==> src/rtl/burst_split_pkg.sv <==
package burst_split_pkg;

  // ----------------------------------------
  // Bus widths
  // ----------------------------------------
  localparam int unsigned ADDR_WIDTH = 32;
  localparam int unsigned DATA_WIDTH = 32;
  localparam int unsigned ID_WIDTH   = 4;
  localparam int unsigned STRB_WIDTH = DATA_WIDTH / 8;

  // ----------------------------------------
  // Field types and encodings
  // ----------------------------------------
  typedef logic [7:0] len_t;
  typedef logic [2:0] size_t;
  typedef logic [1:0] burst_t;
  typedef logic [1:0] resp_t;

  localparam burst_t BURST_FIXED = 2'b00;
  localparam burst_t BURST_INCR  = 2'b01;
  localparam burst_t BURST_WRAP  = 2'b10;

  localparam resp_t RESP_OKAY   = 2'b00;
  localparam resp_t RESP_SLVERR = 2'b10;

  // ----------------------------------------
  // Channel payloads
  // ----------------------------------------
  // Address channel, shared by AW and AR
  typedef struct packed {
    logic [ID_WIDTH-1:0]   id;
    logic [ADDR_WIDTH-1:0] addr;
    len_t                  len;
    size_t                 size;
    burst_t                burst;
  } ax_chan_t;

  typedef struct packed {
    logic [DATA_WIDTH-1:0] data;
    logic [STRB_WIDTH-1:0] strb;
    logic                  last;
  } w_chan_t;

  typedef struct packed {
    logic [ID_WIDTH-1:0] id;
    resp_t               resp;
  } b_chan_t;

  typedef struct packed {
    logic [ID_WIDTH-1:0]   id;
    logic [DATA_WIDTH-1:0] data;
    resp_t                 resp;
    logic                  last;
  } r_chan_t;

endpackage

==> src/rtl/beat_count_fifo.sv <==
`timescale 1ns/1ps

module beat_count_fifo #(
  parameter int unsigned MaxTxns = 4
) (
  input  logic                  clk_i,
  input  logic                  rst_n_i,

  input  burst_split_pkg::len_t push_len_i,
  input  logic                  push_i,
  output logic                  full_o,

  input  logic                  dec_i,
  input  logic                  set_err_i,
  output burst_split_pkg::len_t len_o,
  output logic                  valid_o,
  output logic                  err_o
);
  import burst_split_pkg::*;

  localparam int unsigned IdxWidth = (MaxTxns > 1) ? $clog2(MaxTxns) : 1;
  localparam int unsigned CntWidth = $clog2(MaxTxns + 1);

  typedef logic [IdxWidth-1:0] idx_t;

  // Remaining beats after the current one, per outstanding burst
  len_t                len_mem [MaxTxns];
  logic [MaxTxns-1:0]  err_q;
  idx_t                rd_ptr_q, wr_ptr_q;
  logic [CntWidth-1:0] count_q;
  logic                dec, pop;

  // Pointers wrap explicitly so MaxTxns need not be a power of two
  function automatic idx_t next_idx(idx_t idx);
    if (idx == idx_t'(MaxTxns - 1)) begin
      return '0;
    end
    return idx + 1'b1;
  endfunction

  assign valid_o = (count_q != '0);
  assign full_o  = (count_q == CntWidth'(MaxTxns));
  assign len_o   = len_mem[rd_ptr_q];
  // Error seen this cycle counts as well
  assign err_o   = err_q[rd_ptr_q] | set_err_i;

  assign dec = dec_i & valid_o;
  assign pop = dec & (len_o == '0);

  always_ff @(posedge clk_i or negedge rst_n_i) begin
    if (!rst_n_i) begin
      rd_ptr_q <= '0;
      wr_ptr_q <= '0;
      count_q  <= '0;
      err_q    <= '0;
    end else begin
      if (push_i) begin
        wr_ptr_q        <= next_idx(wr_ptr_q);
        err_q[wr_ptr_q] <= 1'b0;
      end
      if (set_err_i && valid_o) begin
        err_q[rd_ptr_q] <= 1'b1;
      end
      if (pop) begin
        rd_ptr_q <= next_idx(rd_ptr_q);
      end
      case ({push_i, pop})
        2'b10:   count_q <= count_q + 1'b1;
        2'b01:   count_q <= count_q - 1'b1;
        default: count_q <= count_q;
      endcase
    end
  end

  // Head and tail only coincide when empty or full, so both writes never collide
  always_ff @(posedge clk_i) begin
    if (push_i) begin
      len_mem[wr_ptr_q] <= push_len_i;
    end
    if (dec && !pop) begin
      len_mem[rd_ptr_q] <= len_o - 1'b1;
    end
  end

  assert property (@(posedge clk_i) disable iff (!rst_n_i) push_i |-> !full_o)
    else $error("beat_count_fifo: push while full");
  assert property (@(posedge clk_i) disable iff (!rst_n_i) dec_i |-> valid_o)
    else $error("beat_count_fifo: decrement while empty");

endmodule

==> src/rtl/ax_splitter.sv <==
`timescale 1ns/1ps

module ax_splitter #(
  parameter int unsigned MaxTxns = 4
) (
  input  logic                     clk_i,
  input  logic                     rst_n_i,

  // Upstream burst request
  input  burst_split_pkg::ax_chan_t ax_i,
  input  logic                     ax_valid_i,
  output logic                     ax_ready_o,

  // Downstream single-beat requests
  output burst_split_pkg::ax_chan_t ax_o,
  output logic                     ax_valid_o,
  input  logic                     ax_ready_i,

  // Counter port for the response path
  input  logic                     cnt_dec_i,
  input  logic                     cnt_set_err_i,
  output burst_split_pkg::len_t    cnt_len_o,
  output logic                     cnt_valid_o,
  output logic                     cnt_err_o
);
  import burst_split_pkg::*;

  typedef enum logic {IDLE, BUSY} state_e;

  state_e   state_d, state_q;
  ax_chan_t ax_d, ax_q;
  logic     cnt_push, cnt_full;

  function automatic logic [ADDR_WIDTH-1:0] next_addr(ax_chan_t ax);
    if (ax.burst == BURST_INCR) begin
      return ax.addr + (ADDR_WIDTH'(1) << ax.size);
    end
    return ax.addr;
  endfunction

  beat_count_fifo #(
    .MaxTxns (MaxTxns)
  ) i_beat_count_fifo (
    .clk_i      (clk_i),
    .rst_n_i    (rst_n_i),
    .push_len_i (ax_i.len),
    .push_i     (cnt_push),
    .full_o     (cnt_full),
    .dec_i      (cnt_dec_i),
    .set_err_i  (cnt_set_err_i),
    .len_o      (cnt_len_o),
    .valid_o    (cnt_valid_o),
    .err_o      (cnt_err_o)
  );

  always_comb begin
    ax_d       = ax_q;
    state_d    = state_q;
    ax_o       = '0;
    ax_valid_o = 1'b0;
    ax_ready_o = 1'b0;
    cnt_push   = 1'b0;
    unique case (state_q)
      IDLE: begin
        if (ax_valid_i && !cnt_full) begin
          if (ax_i.len == '0) begin
            // Single beat passes straight through
            ax_o       = ax_i;
            ax_valid_o = 1'b1;
            if (ax_ready_i) begin
              cnt_push   = 1'b1;
              ax_ready_o = 1'b1;
            end
          end else begin
            // Take the whole burst now and try to send its first beat
            ax_d       = ax_i;
            cnt_push   = 1'b1;
            ax_ready_o = 1'b1;
            ax_o       = ax_i;
            ax_o.len   = '0;
            ax_valid_o = 1'b1;
            if (ax_ready_i) begin
              ax_d.len  = ax_i.len - 1'b1;
              ax_d.addr = next_addr(ax_i);
            end
            state_d = BUSY;
          end
        end
      end
      BUSY: begin
        ax_o       = ax_q;
        ax_o.len   = '0;
        ax_valid_o = 1'b1;
        if (ax_ready_i) begin
          if (ax_q.len == '0) begin
            state_d = IDLE;
          end else begin
            ax_d.len  = ax_q.len - 1'b1;
            ax_d.addr = next_addr(ax_q);
          end
        end
      end
      default: state_d = IDLE;
    endcase
  end

  always_ff @(posedge clk_i or negedge rst_n_i) begin
    if (!rst_n_i) begin
      state_q <= IDLE;
    end else begin
      state_q <= state_d;
    end
  end

  always_ff @(posedge clk_i) begin
    ax_q <= ax_d;
  end

  assert property (@(posedge clk_i) disable iff (!rst_n_i) ax_valid_o |-> ax_o.len == '0)
    else $error("ax_splitter: multi-beat request emitted downstream");
  assert property (@(posedge clk_i) disable iff (!rst_n_i)
      ax_valid_i && ax_ready_o |-> ax_i.burst != BURST_WRAP)
    else $error("ax_splitter: WRAP request accepted");

endmodule

==> src/rtl/b_merger.sv <==
`timescale 1ns/1ps

module b_merger (
  input  logic                     clk_i,
  input  logic                     rst_n_i,

  input  burst_split_pkg::b_chan_t m_b_i,
  input  logic                     m_b_valid_i,
  output logic                     m_b_ready_o,

  output burst_split_pkg::b_chan_t s_b_o,
  output logic                     s_b_valid_o,
  input  logic                     s_b_ready_i,

  input  burst_split_pkg::len_t    cnt_len_i,
  input  logic                     cnt_valid_i,
  input  logic                     cnt_err_i,
  output logic                     cnt_dec_o,
  output logic                     cnt_set_err_o
);
  import burst_split_pkg::*;

  typedef enum logic {B_READY, B_WAIT} state_e;

  state_e state_d, state_q;
  logic   err_d, err_q;

  always_comb begin
    state_d       = state_q;
    err_d         = err_q;
    m_b_ready_o   = 1'b0;
    s_b_o         = m_b_i;
    s_b_valid_o   = 1'b0;
    cnt_dec_o     = 1'b0;
    cnt_set_err_o = 1'b0;
    unique case (state_q)
      B_READY: begin
        if (m_b_valid_i && cnt_valid_i) begin
          cnt_dec_o     = 1'b1;
          cnt_set_err_o = m_b_i.resp[1];
          if (cnt_len_i == '0) begin
            // Final beat of the burst goes upstream
            s_b_valid_o = 1'b1;
            if (cnt_err_i) begin
              s_b_o.resp = RESP_SLVERR;
            end
            if (s_b_ready_i) begin
              m_b_ready_o = 1'b1;
            end else begin
              state_d = B_WAIT;
              err_d   = cnt_err_i;
            end
          end else begin
            // Intermediate response is absorbed
            m_b_ready_o = 1'b1;
          end
        end
      end
      B_WAIT: begin
        s_b_valid_o = m_b_valid_i;
        if (err_q) begin
          s_b_o.resp = RESP_SLVERR;
        end
        if (m_b_valid_i && s_b_ready_i) begin
          m_b_ready_o = 1'b1;
          state_d     = B_READY;
        end
      end
      default: state_d = B_READY;
    endcase
  end

  always_ff @(posedge clk_i or negedge rst_n_i) begin
    if (!rst_n_i) begin
      state_q <= B_READY;
      err_q   <= 1'b0;
    end else begin
      state_q <= state_d;
      err_q   <= err_d;
    end
  end

endmodule

==> src/rtl/r_last_gen.sv <==
`timescale 1ns/1ps

module r_last_gen (
  input  logic                     clk_i,
  input  logic                     rst_n_i,

  input  burst_split_pkg::r_chan_t m_r_i,
  input  logic                     m_r_valid_i,
  output logic                     m_r_ready_o,

  output burst_split_pkg::r_chan_t s_r_o,
  output logic                     s_r_valid_o,
  input  logic                     s_r_ready_i,

  input  burst_split_pkg::len_t    cnt_len_i,
  input  logic                     cnt_valid_i,
  output logic                     cnt_dec_o
);

  typedef enum logic {R_FEEDTHROUGH, R_WAIT} state_e;

  state_e state_d, state_q;
  logic   last_d, last_q;

  always_comb begin
    state_d     = state_q;
    last_d      = last_q;
    m_r_ready_o = 1'b0;
    s_r_o       = m_r_i;
    s_r_o.last  = 1'b0;
    s_r_valid_o = 1'b0;
    cnt_dec_o   = 1'b0;
    unique case (state_q)
      R_FEEDTHROUGH: begin
        if (m_r_valid_i && cnt_valid_i) begin
          // Last beat when nothing remains after this one
          last_d      = (cnt_len_i == '0);
          s_r_o.last  = last_d;
          s_r_valid_o = 1'b1;
          cnt_dec_o   = 1'b1;
          if (s_r_ready_i) begin
            m_r_ready_o = 1'b1;
          end else begin
            state_d = R_WAIT;
          end
        end
      end
      R_WAIT: begin
        // Counter already moved on, so replay the stored flag
        s_r_o.last  = last_q;
        s_r_valid_o = m_r_valid_i;
        if (m_r_valid_i && s_r_ready_i) begin
          m_r_ready_o = 1'b1;
          state_d     = R_FEEDTHROUGH;
        end
      end
      default: state_d = R_FEEDTHROUGH;
    endcase
  end

  always_ff @(posedge clk_i or negedge rst_n_i) begin
    if (!rst_n_i) begin
      state_q <= R_FEEDTHROUGH;
      last_q  <= 1'b0;
    end else begin
      state_q <= state_d;
      last_q  <= last_d;
    end
  end

  // A newly arriving beat must find the counter of its burst
  assert property (@(posedge clk_i) disable iff (!rst_n_i)
      m_r_valid_i && state_q == R_FEEDTHROUGH |-> cnt_valid_i)
    else $error("r_last_gen: read beat arrived without a valid counter");

endmodule

==> src/rtl/burst_splitter_top.sv <==
`timescale 1ns/1ps

module burst_splitter_top #(
  parameter int unsigned MaxReadTxns  = 4,
  parameter int unsigned MaxWriteTxns = 4
) (
  input  logic                      clk_i,
  input  logic                      rst_n_i,

  // Upstream port
  input  burst_split_pkg::ax_chan_t s_aw_i,
  input  logic                      s_aw_valid_i,
  output logic                      s_aw_ready_o,
  input  burst_split_pkg::w_chan_t  s_w_i,
  input  logic                      s_w_valid_i,
  output logic                      s_w_ready_o,
  output burst_split_pkg::b_chan_t  s_b_o,
  output logic                      s_b_valid_o,
  input  logic                      s_b_ready_i,
  input  burst_split_pkg::ax_chan_t s_ar_i,
  input  logic                      s_ar_valid_i,
  output logic                      s_ar_ready_o,
  output burst_split_pkg::r_chan_t  s_r_o,
  output logic                      s_r_valid_o,
  input  logic                      s_r_ready_i,

  // Downstream port
  output burst_split_pkg::ax_chan_t m_aw_o,
  output logic                      m_aw_valid_o,
  input  logic                      m_aw_ready_i,
  output burst_split_pkg::w_chan_t  m_w_o,
  output logic                      m_w_valid_o,
  input  logic                      m_w_ready_i,
  input  burst_split_pkg::b_chan_t  m_b_i,
  input  logic                      m_b_valid_i,
  output logic                      m_b_ready_o,
  output burst_split_pkg::ax_chan_t m_ar_o,
  output logic                      m_ar_valid_o,
  input  logic                      m_ar_ready_i,
  input  burst_split_pkg::r_chan_t  m_r_i,
  input  logic                      m_r_valid_i,
  output logic                      m_r_ready_o
);
  import burst_split_pkg::*;

  len_t w_cnt_len, r_cnt_len;
  logic w_cnt_valid, w_cnt_err, w_cnt_dec, w_cnt_set_err;
  logic r_cnt_valid, r_cnt_dec;

  // ----------------------------------------
  // Write path
  // ----------------------------------------
  ax_splitter #(
    .MaxTxns (MaxWriteTxns)
  ) i_aw_splitter (
    .clk_i         (clk_i),
    .rst_n_i       (rst_n_i),
    .ax_i          (s_aw_i),
    .ax_valid_i    (s_aw_valid_i),
    .ax_ready_o    (s_aw_ready_o),
    .ax_o          (m_aw_o),
    .ax_valid_o    (m_aw_valid_o),
    .ax_ready_i    (m_aw_ready_i),
    .cnt_dec_i     (w_cnt_dec),
    .cnt_set_err_i (w_cnt_set_err),
    .cnt_len_o     (w_cnt_len),
    .cnt_valid_o   (w_cnt_valid),
    .cnt_err_o     (w_cnt_err)
  );

  // Every downstream write is a single beat
  always_comb begin
    m_w_o      = s_w_i;
    m_w_o.last = 1'b1;
  end
  assign m_w_valid_o = s_w_valid_i;
  assign s_w_ready_o = m_w_ready_i;

  b_merger i_b_merger (
    .clk_i         (clk_i),
    .rst_n_i       (rst_n_i),
    .m_b_i         (m_b_i),
    .m_b_valid_i   (m_b_valid_i),
    .m_b_ready_o   (m_b_ready_o),
    .s_b_o         (s_b_o),
    .s_b_valid_o   (s_b_valid_o),
    .s_b_ready_i   (s_b_ready_i),
    .cnt_len_i     (w_cnt_len),
    .cnt_valid_i   (w_cnt_valid),
    .cnt_err_i     (w_cnt_err),
    .cnt_dec_o     (w_cnt_dec),
    .cnt_set_err_o (w_cnt_set_err)
  );

  // ----------------------------------------
  // Read path
  // ----------------------------------------
  ax_splitter #(
    .MaxTxns (MaxReadTxns)
  ) i_ar_splitter (
    .clk_i         (clk_i),
    .rst_n_i       (rst_n_i),
    .ax_i          (s_ar_i),
    .ax_valid_i    (s_ar_valid_i),
    .ax_ready_o    (s_ar_ready_o),
    .ax_o          (m_ar_o),
    .ax_valid_o    (m_ar_valid_o),
    .ax_ready_i    (m_ar_ready_i),
    .cnt_dec_i     (r_cnt_dec),
    .cnt_set_err_i (1'b0),
    .cnt_len_o     (r_cnt_len),
    .cnt_valid_o   (r_cnt_valid),
    .cnt_err_o     ()
  );

  r_last_gen i_r_last_gen (
    .clk_i       (clk_i),
    .rst_n_i     (rst_n_i),
    .m_r_i       (m_r_i),
    .m_r_valid_i (m_r_valid_i),
    .m_r_ready_o (m_r_ready_o),
    .s_r_o       (s_r_o),
    .s_r_valid_o (s_r_valid_o),
    .s_r_ready_i (s_r_ready_i),
    .cnt_len_i   (r_cnt_len),
    .cnt_valid_i (r_cnt_valid),
    .cnt_dec_o   (r_cnt_dec)
  );

endmodule

==> config.mk <==
export PLATFORM = sky130hd
export DESIGN_NAME = burst_splitter_top
export DESIGN_NICKNAME = d
export VERILOG_FILES = /design/src/rtl/burst_split_pkg.sv /design/src/rtl/beat_count_fifo.sv /design/src/rtl/ax_splitter.sv /design/src/rtl/b_merger.sv /design/src/rtl/r_last_gen.sv /design/src/rtl/burst_splitter_top.sv
export SDC_FILE = /design/constraint.sdc
export NUM_CORES = 1
export LEC_CHECK = 0
export ABC_CLOCK_PERIOD_IN_PS = 5900
export BUFFER_PORTS_ARGS = -buffer_cell sky130_fd_sc_hd__buf_4
export CAP_MARGIN = 10
export CORE_MARGIN = 3
export CORE_UTILIZATION = 55
export CTS_CLUSTER_DIAMETER = 200
export DETAILED_ROUTE_END_ITERATION = 7
export GPL_ROUTABILITY_DRIVEN = 0
export PLACE_DENSITY = 0.84
export SETUP_SLACK_MARGIN = 0.02
export SKIP_CTS_REPAIR_TIMING = 1
export SLEW_MARGIN = 20
export SYNTH_ARGS = -nofsm -noshare
export SYNTH_HDL_FRONTEND = slang
export SYNTH_SLANG_ARGS = --single-unit
==> constraint.sdc <==
create_clock -name clk_i -period 5.9 [get_ports clk_i]
set_clock_uncertainty 0.15 [all_clocks]
set_input_delay 1.18 -clock clk_i [delete_from_list [all_inputs] [get_ports clk_i]]
set_output_delay 1.18 -clock clk_i [all_outputs]
set_load 0.01 [all_outputs]
==> impl_metrics.json, run 1 <==
{
  "synth.distinct_cells": 75,
  "die_h_um": 166,
  "finalHoldViolCount": 0,
  "areaGrowthSynthToFinish_pct": 12.5,
  "yosysTopAreaCellShare_pct": 34.6,
  "yosys_warnings": 0,
  "powerDensity_mw_per_mm2": 345,
  "yosys_register_bits": 186,
  "die_area_mm2": 0.0275,
  "die_w_um": 166,
  "clock-root-buffer": "clkbuf_16",
  "setup_ws_ns": 1.13,
  "place_area_mm2": 0.0152,
  "num_io_pins": 382,
  "fmax_mhz": 209,
  "worst_setup_path_end_kind": "output pin",
  "slew_headroom_pct": 28.1,
  "start_util_pct": 56.8,
  "yosys-top-cells-area": "edfxtp_1, xnor2_1, ha_1",
  "clkSinkCount": 186,
  "vias_per_cell": 6.20,
  "internal_power_mw": 3.49,
  "drc": 0,
  "numCtsBuffers": 17,
  "hold_depth": 1,
  "fin_crit_sh_pct": 80.9,
  "power_mw": 5.46,
  "min_path_type": "flop to flop",
  "nFillCells": 1909,
  "grt_pass1_vias": 11200,
  "clkPwrFrac_pct": 22.2,
  "hpwl_um": 25400,
  "nets": 1760,
  "cp.arrival_ns": 3.44,
  "path_class": "flop to output pin",
  "start_kind": "flop",
  "async_reset_ff_share_pct": 12.9,
  "grt_remaining_overflow": 0,
  "h-tree-depth": 4,
  "cellLeakagePower_nw": 6.19,
  "drtIter0Drc": 974,
  "worstPathRequired_ns": 4.57,
  "drtPass1Iterations": 5,
  "switchingPower_mw": 1.97,
  "post_drt_wl_per_cell_um": 19.3,
  "cts_tree": "built",
  "syn_inst": 1418,
  "critPathLaunch": "i_aw_splitter.i_beat_count_fifo.rd_ptr_q[0]",
  "wl_um": 35500,
  "yosysTopAreaCell": "edfxtp_1",
  "clk_path_buf_depth": 2,
  "worstMarginPinSlew_ns": 1.08,
  "syn_area_mm2": 0.0141,
  "hold_path.startpoint": "i_aw_splitter.i_beat_count_fifo.err_q[3]",
  "coreArea_mm2": 0.0247,
  "clk_pin_slew_ns": 0.07,
  "r2r-start": "i_ar_splitter.i_beat_count_fifo.rd_ptr_q[0]",
  "clk_latency_ns": 0.44,
  "setup_viol": 0,
  "row_count": 57,
  "grt_usage_pct": 24.7,
  "grt_pass1_wl_um": 56800,
  "swShare_pct": 36.1,
  "min_period_ns": 4.77,
  "yosysSeqAreaShare_pct": 38.9,
  "r2r_cells": 12,
  "dp_slack_ns": 1.33,
  "combPwrFrac_pct": 39.9,
  "crit_fanout": 13,
  "finalMaxSlewViolations": 0,
  "setup_tns_ns": 0,
  "antenna_found_initial": 0,
  "drive_above_1_share_pct": 20.8,
  "design_area_mm2": 0.0158,
  "outcome": "completed",
  "num_antenna_cells": 0,
  "antenna_left": 0,
  "vias": 11400,
  "grt_max_degree": 51,
  "pwr-share-seq_pct": 37.9,
  "hold_ws_ns": 0.350,
  "synth_edf_count": 162,
  "ir_drop_mv": 0.183,
  "drv_cap": 0,
  "synth_flop_cell": "edfxtp_1",
  "rsz0062_at_grt": "no",
  "io_buffer_count": 206,
  "avgSynthCellArea_um2": 9.92
}
## power groups by stage
stage	Combinational [mW]	Clock, mW	Sequential (mW)
5_1_grt	2.37	1.28	2.11
3_3_place_gp	2.06	0	2.08
6_report	2.18	1.21	2.07
3_5_place_dp	2.13	0	2.10
4_1_cts	2.15	1.22	2.07
2_1_floorplan	1.52	0	2.02
## path summary, 6_finish.rpt
kind	to	slack, ns
min reg2reg	i_aw_splitter.i_beat_count_fifo.err_q[3]	0.35
max in group asynchronous	i_aw_splitter.i_beat_count_fifo.count_q[0]	4.82
max reg2reg	i_ar_splitter.i_beat_count_fifo.count_q[2]	1.82
max	s_b_o[1]	1.13
min in group asynchronous	i_r_last_gen.state_q	0.49
min	i_aw_splitter.i_beat_count_fifo.err_q[3]	0.35
## state kept, by name (all words and copies together) (netlist names), 2 cells and up
name and cells:
i_ar_splitter.i_beat_count_fifo.rd_ptr_q 2, i_aw_splitter.i_beat_count_fifo.len_mem 32, i_ar_splitter.i_beat_count_fifo.len_mem 32, i_aw_splitter.i_beat_count_fifo.count_q 3, i_ar_splitter.i_beat_count_fifo.wr_ptr_q 2, i_aw_splitter.i_beat_count_fifo.wr_ptr_q 2, i_aw_splitter.i_beat_count_fifo.rd_ptr_q 2, i_aw_splitter.ax_q 49
i_ar_splitter.i_beat_count_fifo.count_q 3, i_ar_splitter.ax_q 49, i_aw_splitter.i_beat_count_fifo.err_q 4
## area by class of cell
cell class                      instances  area, µm²  area share [%]
Clock buffer                           18        429            2.71
Clock inverter                         14        179            1.13
Inverter                               61        229            1.45
Multi-Input combinational cell       1018       7420            46.9
Sequential cell                       186       5470            34.5
Tap cell                              324        405            2.56
Timing Repair Buffer                  220       1690            10.7
## per-layer routing
layer  GRT usage (%)  routed length (µm)  vias up
met4            7.99                 785        0
met1            32.4               14400     5463
met3            5.00                3230       61
li1                -                   -     5278
met5               0                   0        -
met2            41.3               17000      606
## critical path, cell delays in order (launching register included)
cell	delay (ns)
dfrtp_1	0.81
mux4_2	0.67
inv_1	0.09
ha_1	0.19
nor3b_2	0.36
nand4b_1	0.31
inv_1	0.24
a221o_1	0.20
buf_4	0.13
## synth_stat cells, types with 10 or more instances
cell type,instances
a21oi_1,70
and3_1,22
a21o_1,18
buf_4,93
mux4_2,17
nand2_1,93
nand4_1,22
xnor2_1,95
clkbuf_1,49
nor3b_1,12
o21ai_0,32
a22o_1,79
nor2b_1,10
inv_1,61
o22ai_1,70
nor3_1,42
ha_1,58
edfxtp_1,162
xor2_1,65
nand3_1,38
nor2_1,101
mux2_2,20
buf_2,13
dfrtp_1,24
## per-stage QoR
step / utilization [%] / cells
4_1_cts: 63.7 / 1839
3_3_place_gp: 61.2 / 1807
3_5_place_dp: 61.2 / 1807
5_1_grt: 63.9 / 1841
6_report: 63.9 / 1841
2_1_floorplan: - / 1429
## cells by family after synthesis
logic type,after synthesis,synth area share (%)
xor gates and xnor gates,160,9.96
adders and majority gates,64,6.01
DFF,186,38.9
AOI/OAI and AO/OA,312,15.1
buffers and inverters,225,8.87
and+or+nand+nor,415,15.4
other,2,0.0534
muxes,54,5.75
## placed cells by master, fill, tap and decap left out, types with 5 or more instances in the layout
cell type	netlist	routed
or4_1	6	6
a21oi_1	70	68
o22ai_1	70	70
a22o_1	79	79
nor2b_1	10	10
nand3_1	38	38
o21a_1	9	9
a21o_1	18	18
nor2_1	101	99
nor4_1	8	8
buf_4	93	218
nand3b_1	9	9
o21ai_0	32	32
nor3b_1	12	12
and3b_1	7	7
or3b_2	5	5
mux2_2	20	20
nand2b_1	8	8
nand4_1	22	22
xor2_1	65	65
fa_1	6	6
mux4_2	17	17
ha_1	58	58
nor3_1	42	42
xnor2_1	95	95
mux2_1	8	8
clkbuf_16	0	17
and4_1	5	5
edfxtp_1	162	162
inv_1	61	61
and3_1	22	22
nand2_1	93	93
conb_1	2	13
dfrtp_1	24	24
mux2i_1	5	5
Power figures use the tool's default switching activity.
==> run 2: changes to the inputs <==
ABC_AREA = 1   (was default)
ABC_CLOCK_PERIOD_IN_PS = 4250   (was 5900)
CORE_UTILIZATION = 50   (was 55)
PLACE_DENSITY = 0.79   (was 0.84)
clock period = 4.25 ns   (was 5.9 ns; I/O delays follow)
==> impl_metrics.json, run 2 <==
{
  "die_area_mm2": 0.0349,
  "finalMaxSlewViolations": 0,
  "cts_tree": "built",
  "crit_fanout": 21,
  "synth.most_common_cell": "nand2_1",
  "grt_remaining_overflow": 0,
  "start_kind": "flop",
  "worst_setup_path_end_kind": "output pin",
  "wl_met1_um": 19100,
  "drv_cap": 0,
  "combPwrFrac_pct": 39.4,
  "grt_pass1_vias": 15900,
  "wl_met2_um": 21500,
  "setup_ws_ns": 0.477,
  "clk_path_buf_depth": 2,
  "clk_pin_slew_ns": 0.07,
  "antenna_left": 0,
  "worstMarginPinSlew_ns": 0.723,
  "grt_pass1_wl_um": 76000,
  "wl_um": 46600,
  "synth_edf_count": 162,
  "num_io_pins": 382,
  "yosysTopAreaCell": "edfxtp_1",
  "min_path_type": "input pin to asynchronous set/reset pin",
  "finalHoldViolCount": 0,
  "drtIter0Drc": 1601,
  "pwr-share-seq_pct": 37.5,
  "mostFrequentLayoutCells": "nand2_1, inv_1, nand3_1, buf_4, edfxtp_1",
  "grt_usage_pct": 26.2,
  "reg.largest.list": "i_ar_splitter.ax_q: 49 flops, i_aw_splitter.ax_q: 49 flops",
  "nFillCells": 3087,
  "swShare_pct": 38.9,
  "die_h_um": 187,
  "hold_ws_ns": 0.181,
  "rsz0062_at_grt": "no",
  "yosysTopAreaCellShare_pct": 29.8,
  "fin_crit_sh_pct": 88.8,
  "design_area_mm2": 0.0182,
  "powerDensity_mw_per_mm2": 377,
  "r2r-end": "i_ar_splitter.i_beat_count_fifo.count_q[2]",
  "setup_tns_ns": 0,
  "io_buffer_count": 206,
  "ir_drop_mv": 0.269,
  "yosys_warnings": 0,
  "mostFrequentLayoutCell": "nand2_1",
  "syn_area_mm2": 0.0163,
  "synthTopCellsByCount": "nand2_1, inv_1, nand3_1, edfxtp_1, nor2_1",
  "drtPass1Iterations": 6,
  "finish.utilization_pct": 57.0,
  "syn_inst": 2436,
  "yosysSeqAreaShare_pct": 33.5,
  "clkPwrFrac_pct": 23.1,
  "hpwl_um": 35600,
  "worstPathRequired_ns": 3.25,
  "r2r_cells": 15,
  "reg2reg_slack_ns": 0.75,
  "drive_above_1_share_pct": 11.3,
  "cp.arrival_ns": 2.77,
  "synth_flop_cell": "edfxtp_1",
  "die_w_um": 187,
  "clkSinkCount": 186,
  "slew_headroom_pct": 51.5,
  "vias_per_cell": 5.54,
  "antenna_found_initial": 1,
  "yosys-top-cells-area": "edfxtp_1, nand2_1, inv_1",
  "clk_latency_ns": 0.44,
  "setup_viol": 0,
  "numCtsBuffers": 17,
  "drc": 0,
  "post_drt_wl_per_cell_um": 15.6,
  "async_reset_ff_share_pct": 12.9,
  "fmax_mhz": 265,
  "yosys_register_bits": 186,
  "critPathLaunch": "i_ar_splitter.i_beat_count_fifo.rd_ptr_q[0]",
  "internal_power_mw": 4.19,
  "dr.max_layer_used": "met4",
  "start_util_pct": 51.2,
  "grt_max_degree": 48,
  "r2r-start": "i_ar_splitter.i_beat_count_fifo.rd_ptr_q[0]",
  "switchingPower_mw": 2.67,
  "dp_slack_ns": 0.638,
  "h-tree-depth": 4,
  "vias": 16500,
  "row_count": 65,
  "coreArea_mm2": 0.0319,
  "place_area_mm2": 0.0176,
  "avgSynthCellArea_um2": 6.70,
  "cellLeakagePower_nw": 8.84,
  "areaGrowthSynthToFinish_pct": 11.2,
  "min_period_ns": 3.77,
  "synth.distinct_cells": 47,
  "path_class": "flop to output pin",
  "outcome": "completed",
  "clock-root-buffer": "clkbuf_16",
  "nets": 2791,
  "wl_met3_um": 4110
}
-- run 2: cells by family (layout without fill, tap and decap cells) --
logic type / Yosys count / count (layout) / synth area share [%]
AOI/OAI and AO/OA: 292 / 292 / 10.0
xor gates and xnor gates: 39 / 39 / 2.09
adders and majority gates: 64 / 64 / 5.18
buffers and inverters: 494 / 595 / 14.0
DFF: 186 / 186 / 33.5
other: 2 / 14 / 0.0460
and+or+nand+nor: 1359 / 1359 / 35.2
-- run 2: cell type report --
type / count / area [µm²] / share of cell area [%]
sequential: 186 / 5470 / 30.1
clock inverter: 10 / 120 / 0.661
clock buffer: 22 / 444 / 2.45
multi-input combinational: 1767 / 8640 / 47.6
inverter: 342 / 1290 / 7.08
timing repair buffer: 221 / 1660 / 9.14
antenna: 1 / 2.50 / 0.0138
tap: 435 / 544 / 3.00
-- run 2: worst max-delay path, stage by stage, from the launching register on --
cell	delay (ns)
dfrtp_1	0.80
inv_4	0.22
nand2_1	0.11
nand3_1	0.08
o21ai_2	0.11
ha_1	0.28
nand2_1	0.09
nor2_2	0.17
nand3_1	0.17
o21ai_0	0.15
buf_4	0.16
-- run 2: power groups by stage --
| stage | clock network [mW] | registers, mW | logic (mW) |
|---|---|---|---|
| floorplan | 0 | 2.54 | 1.95 |
| global placement | 0 | 2.59 | 2.56 |
| detailed placement | 0 | 2.60 | 2.66 |
| CTS | 1.62 | 2.57 | 2.67 |
| global route | 1.69 | 2.60 | 3.02 |
| finish | 1.59 | 2.57 | 2.70 |
-- run 2: how the worst max path moves through the flow --
stage	to	slack (ns)	cells past startpoint
2_1_floorplan	i_ar_splitter.ax_q[13]	0.35	7
4_1_cts	s_b_o[0]	0.31	13
3_3_place_gp	i_ar_splitter.ax_q[33]	0.76	13
6_report	s_r_o[0]	0.48	10
5_1_grt	s_r_o[0]	0.25	10
3_5_place_dp	i_aw_splitter.i_beat_count_fifo.count_q[2]	0.64	14
-- run 2: routing by layer --
layer	track usage, %	vias up
li1	-	8022
met1	33.3	7475
met2	43.1	860
met3	4.83	164
met4	12.6	0
met5	0	-
-- run 2: stage by stage --
| stage | instances | power [mW] |
|---|---|---|
| 6_report | 2984 | 6.86 |
| 5_1_grt | 2984 | 7.32 |
| 4_1_cts | 2983 | 6.86 |
| 3_5_place_dp | 2951 | 5.26 |
| 3_3_place_gp | 2951 | 5.15 |
| 2_1_floorplan | 2447 | 4.49 |
==> run 3: changes to the inputs <==
ABC_CLOCK_PERIOD_IN_PS = 4200   (was 4250)
CORE_UTILIZATION = 55   (was 50)
PLACE_DENSITY = 0.82   (was 0.79)
clock period = 4.2 ns   (was 4.25 ns; I/O delays follow)
==> impl_metrics.json, run 3 (synthesis results as in run 2) <==
{
  "drive_above_1_share_pct": 11.5,
  "finalHoldViolCount": 0,
  "setup_viol": 0,
  "num_antenna_cells": 0,
  "num_io_pins": 382,
  "areaGrowthSynthToFinish_pct": 11.0,
  "swShare_pct": 39.5,
  "grt_max_degree": 48,
  "design_area_mm2": 0.0181,
  "path_class": "flop to output pin",
  "vias": 16600,
  "coreArea_mm2": 0.0290,
  "grt_pass1_vias": 15600,
  "io_buffer_count": 206,
  "cp_cell_sequence": "inv_2 > nand2_1 > nand2_1 > inv_1 > ha_1 > inv_1 > nor2_2 > nand2_8 > nor2_4 > nand2_1 > nand3_1 > inv_1 > buf_4",
  "top_usage_layer": "met2",
  "antenna_found_initial": 1,
  "min_period_ns": 3.92,
  "clk_path_buf_depth": 2,
  "worstMarginPinSlew_ns": 0.763,
  "power_mw": 6.96,
  "outcome": "completed",
  "hpwl_um": 36400,
  "regArea_mm2": 0.00547,
  "grt_util_met1_pct": 37.7,
  "antenna_left": 0,
  "pwr-share-seq_pct": 37.6,
  "grt_usage_pct": 29.4,
  "r2r_cells": 15,
  "clock-root-buffer": "clkbuf_16",
  "nFillCells": 2646,
  "start_util_pct": 56.3,
  "internal_power_mw": 4.21,
  "mostFrequentLayoutCells": "nand2_1, inv_1, nand3_1, buf_4, edfxtp_1",
  "row_count": 62,
  "h-tree-depth": 4,
  "wl_um": 47300,
  "fmax_mhz": 255,
  "ir_drop_mv": 0.281,
  "die_w_um": 178,
  "place_inst": 2902,
  "vias_per_cell": 5.66,
  "worst_setup_path_end_kind": "output pin",
  "setup_ws_ns": 0.281,
  "cpPeakStageDelay_ns": 0.68,
  "switchingPower_mw": 2.75,
  "multi_input_comb_area_mm2": 0.00864,
  "finish.utilization_pct": 62.5,
  "drtPass1Iterations": 6,
  "clkSinkCount": 186,
  "die_h_um": 178,
  "hold_ws_ns": 0.157,
  "clkPwrFrac_pct": 23.3,
  "start_kind": "flop",
  "clk_pin_slew_ns": 0.07,
  "combPwrFrac_pct": 39.1,
  "crit_fanout": 13,
  "reg.largest.list": "i_ar_splitter.ax_q: 49 flops, i_aw_splitter.ax_q: 49 flops",
  "finalMaxSlewViolations": 0,
  "worstPathRequired_ns": 3.21,
  "layoutNonFillerInstCount": 2934,
  "rsz0062_at_grt": "no",
  "slowest_stage": "dfrtp_1",
  "fin_crit_sh_pct": 93.3,
  "place_area_mm2": 0.0176,
  "powerDensity_mw_per_mm2": 384,
  "slew_headroom_pct": 48.8,
  "grt_use_met3_pct": 4.26,
  "grt_remaining_overflow": 0,
  "min_path_type": "input pin to asynchronous set/reset pin",
  "use_met2_pct": 49.0,
  "nets": 2793,
  "drv_cap": 0,
  "setup_tns_ns": 0,
  "cellLeakagePower_nw": 8.87,
  "dp_slack_ns": 0.483,
  "die_area_mm2": 0.0318,
  "post_drt_wl_per_cell_um": 16.1,
  "numCtsBuffers": 17,
  "cts_tree": "built",
  "clk_latency_ns": 0.43,
  "drtIter0Drc": 1628,
  "reg2reg_slack_ns": 0.71,
  "cp.arrival_ns": 2.93,
  "grt_pass1_wl_um": 75500,
  "mostFrequentLayoutCell": "nand2_1",
  "drc": 0
}
run 3: routing by layer:
metal | vias to the layer above | wire, µm
li1 | 8028 | -
met1 | 7516 | 18900
met2 | 889 | 22000
met3 | 169 | 4420
met4 | 2 | 1960
met5 | - | 13
run 3: area by class of cell:
class,instances,area share (%)
repair buffers,223,9.30
multi-input cells,1767,47.6
well taps,384,2.65
clock inverters,13,0.725
flip-flops and latches,186,30.1
clock buffers,19,2.44
inverters,342,7.09
run 3: worst max-delay path: cells and delay by family (launching register included):
family / cells / cell delay, ns
AND/OR/NAND/NOR: 7 / 1.03
flip-flops: 1 / 0.68
buffers and inverters: 5 / 0.58
adder cells (fa/ha/maj): 1 / 0.20
run 3: worst paths after layout:
path | startpoint | to
min in group clk_i | i_aw_splitter.i_beat_count_fifo.err_q[2] | i_aw_splitter.i_beat_count_fifo.err_q[2]
worst max-delay path | i_aw_splitter.i_beat_count_fifo.rd_ptr_q[1] | s_b_o[0]
worst min register to register | i_aw_splitter.i_beat_count_fifo.err_q[2] | i_aw_splitter.i_beat_count_fifo.err_q[2]
max in group asynchronous | rst_n_i | i_ar_splitter.i_beat_count_fifo.wr_ptr_q[1]
worst max register to register | i_ar_splitter.i_beat_count_fifo.rd_ptr_q[0] | i_ar_splitter.i_beat_count_fifo.count_q[2]
worst min-delay path | rst_n_i | i_aw_splitter.i_beat_count_fifo.rd_ptr_q[0]
run 3: power groups by stage:
stage	Sequential [mW]	Clock (mW)	Combinational (mW)
floorplan	2.57	0	1.97
global placement	2.64	0	2.59
detailed placement	2.65	0	2.68
CTS	2.61	1.63	2.70
global route	2.65	1.70	3.02
finish	2.62	1.62	2.72
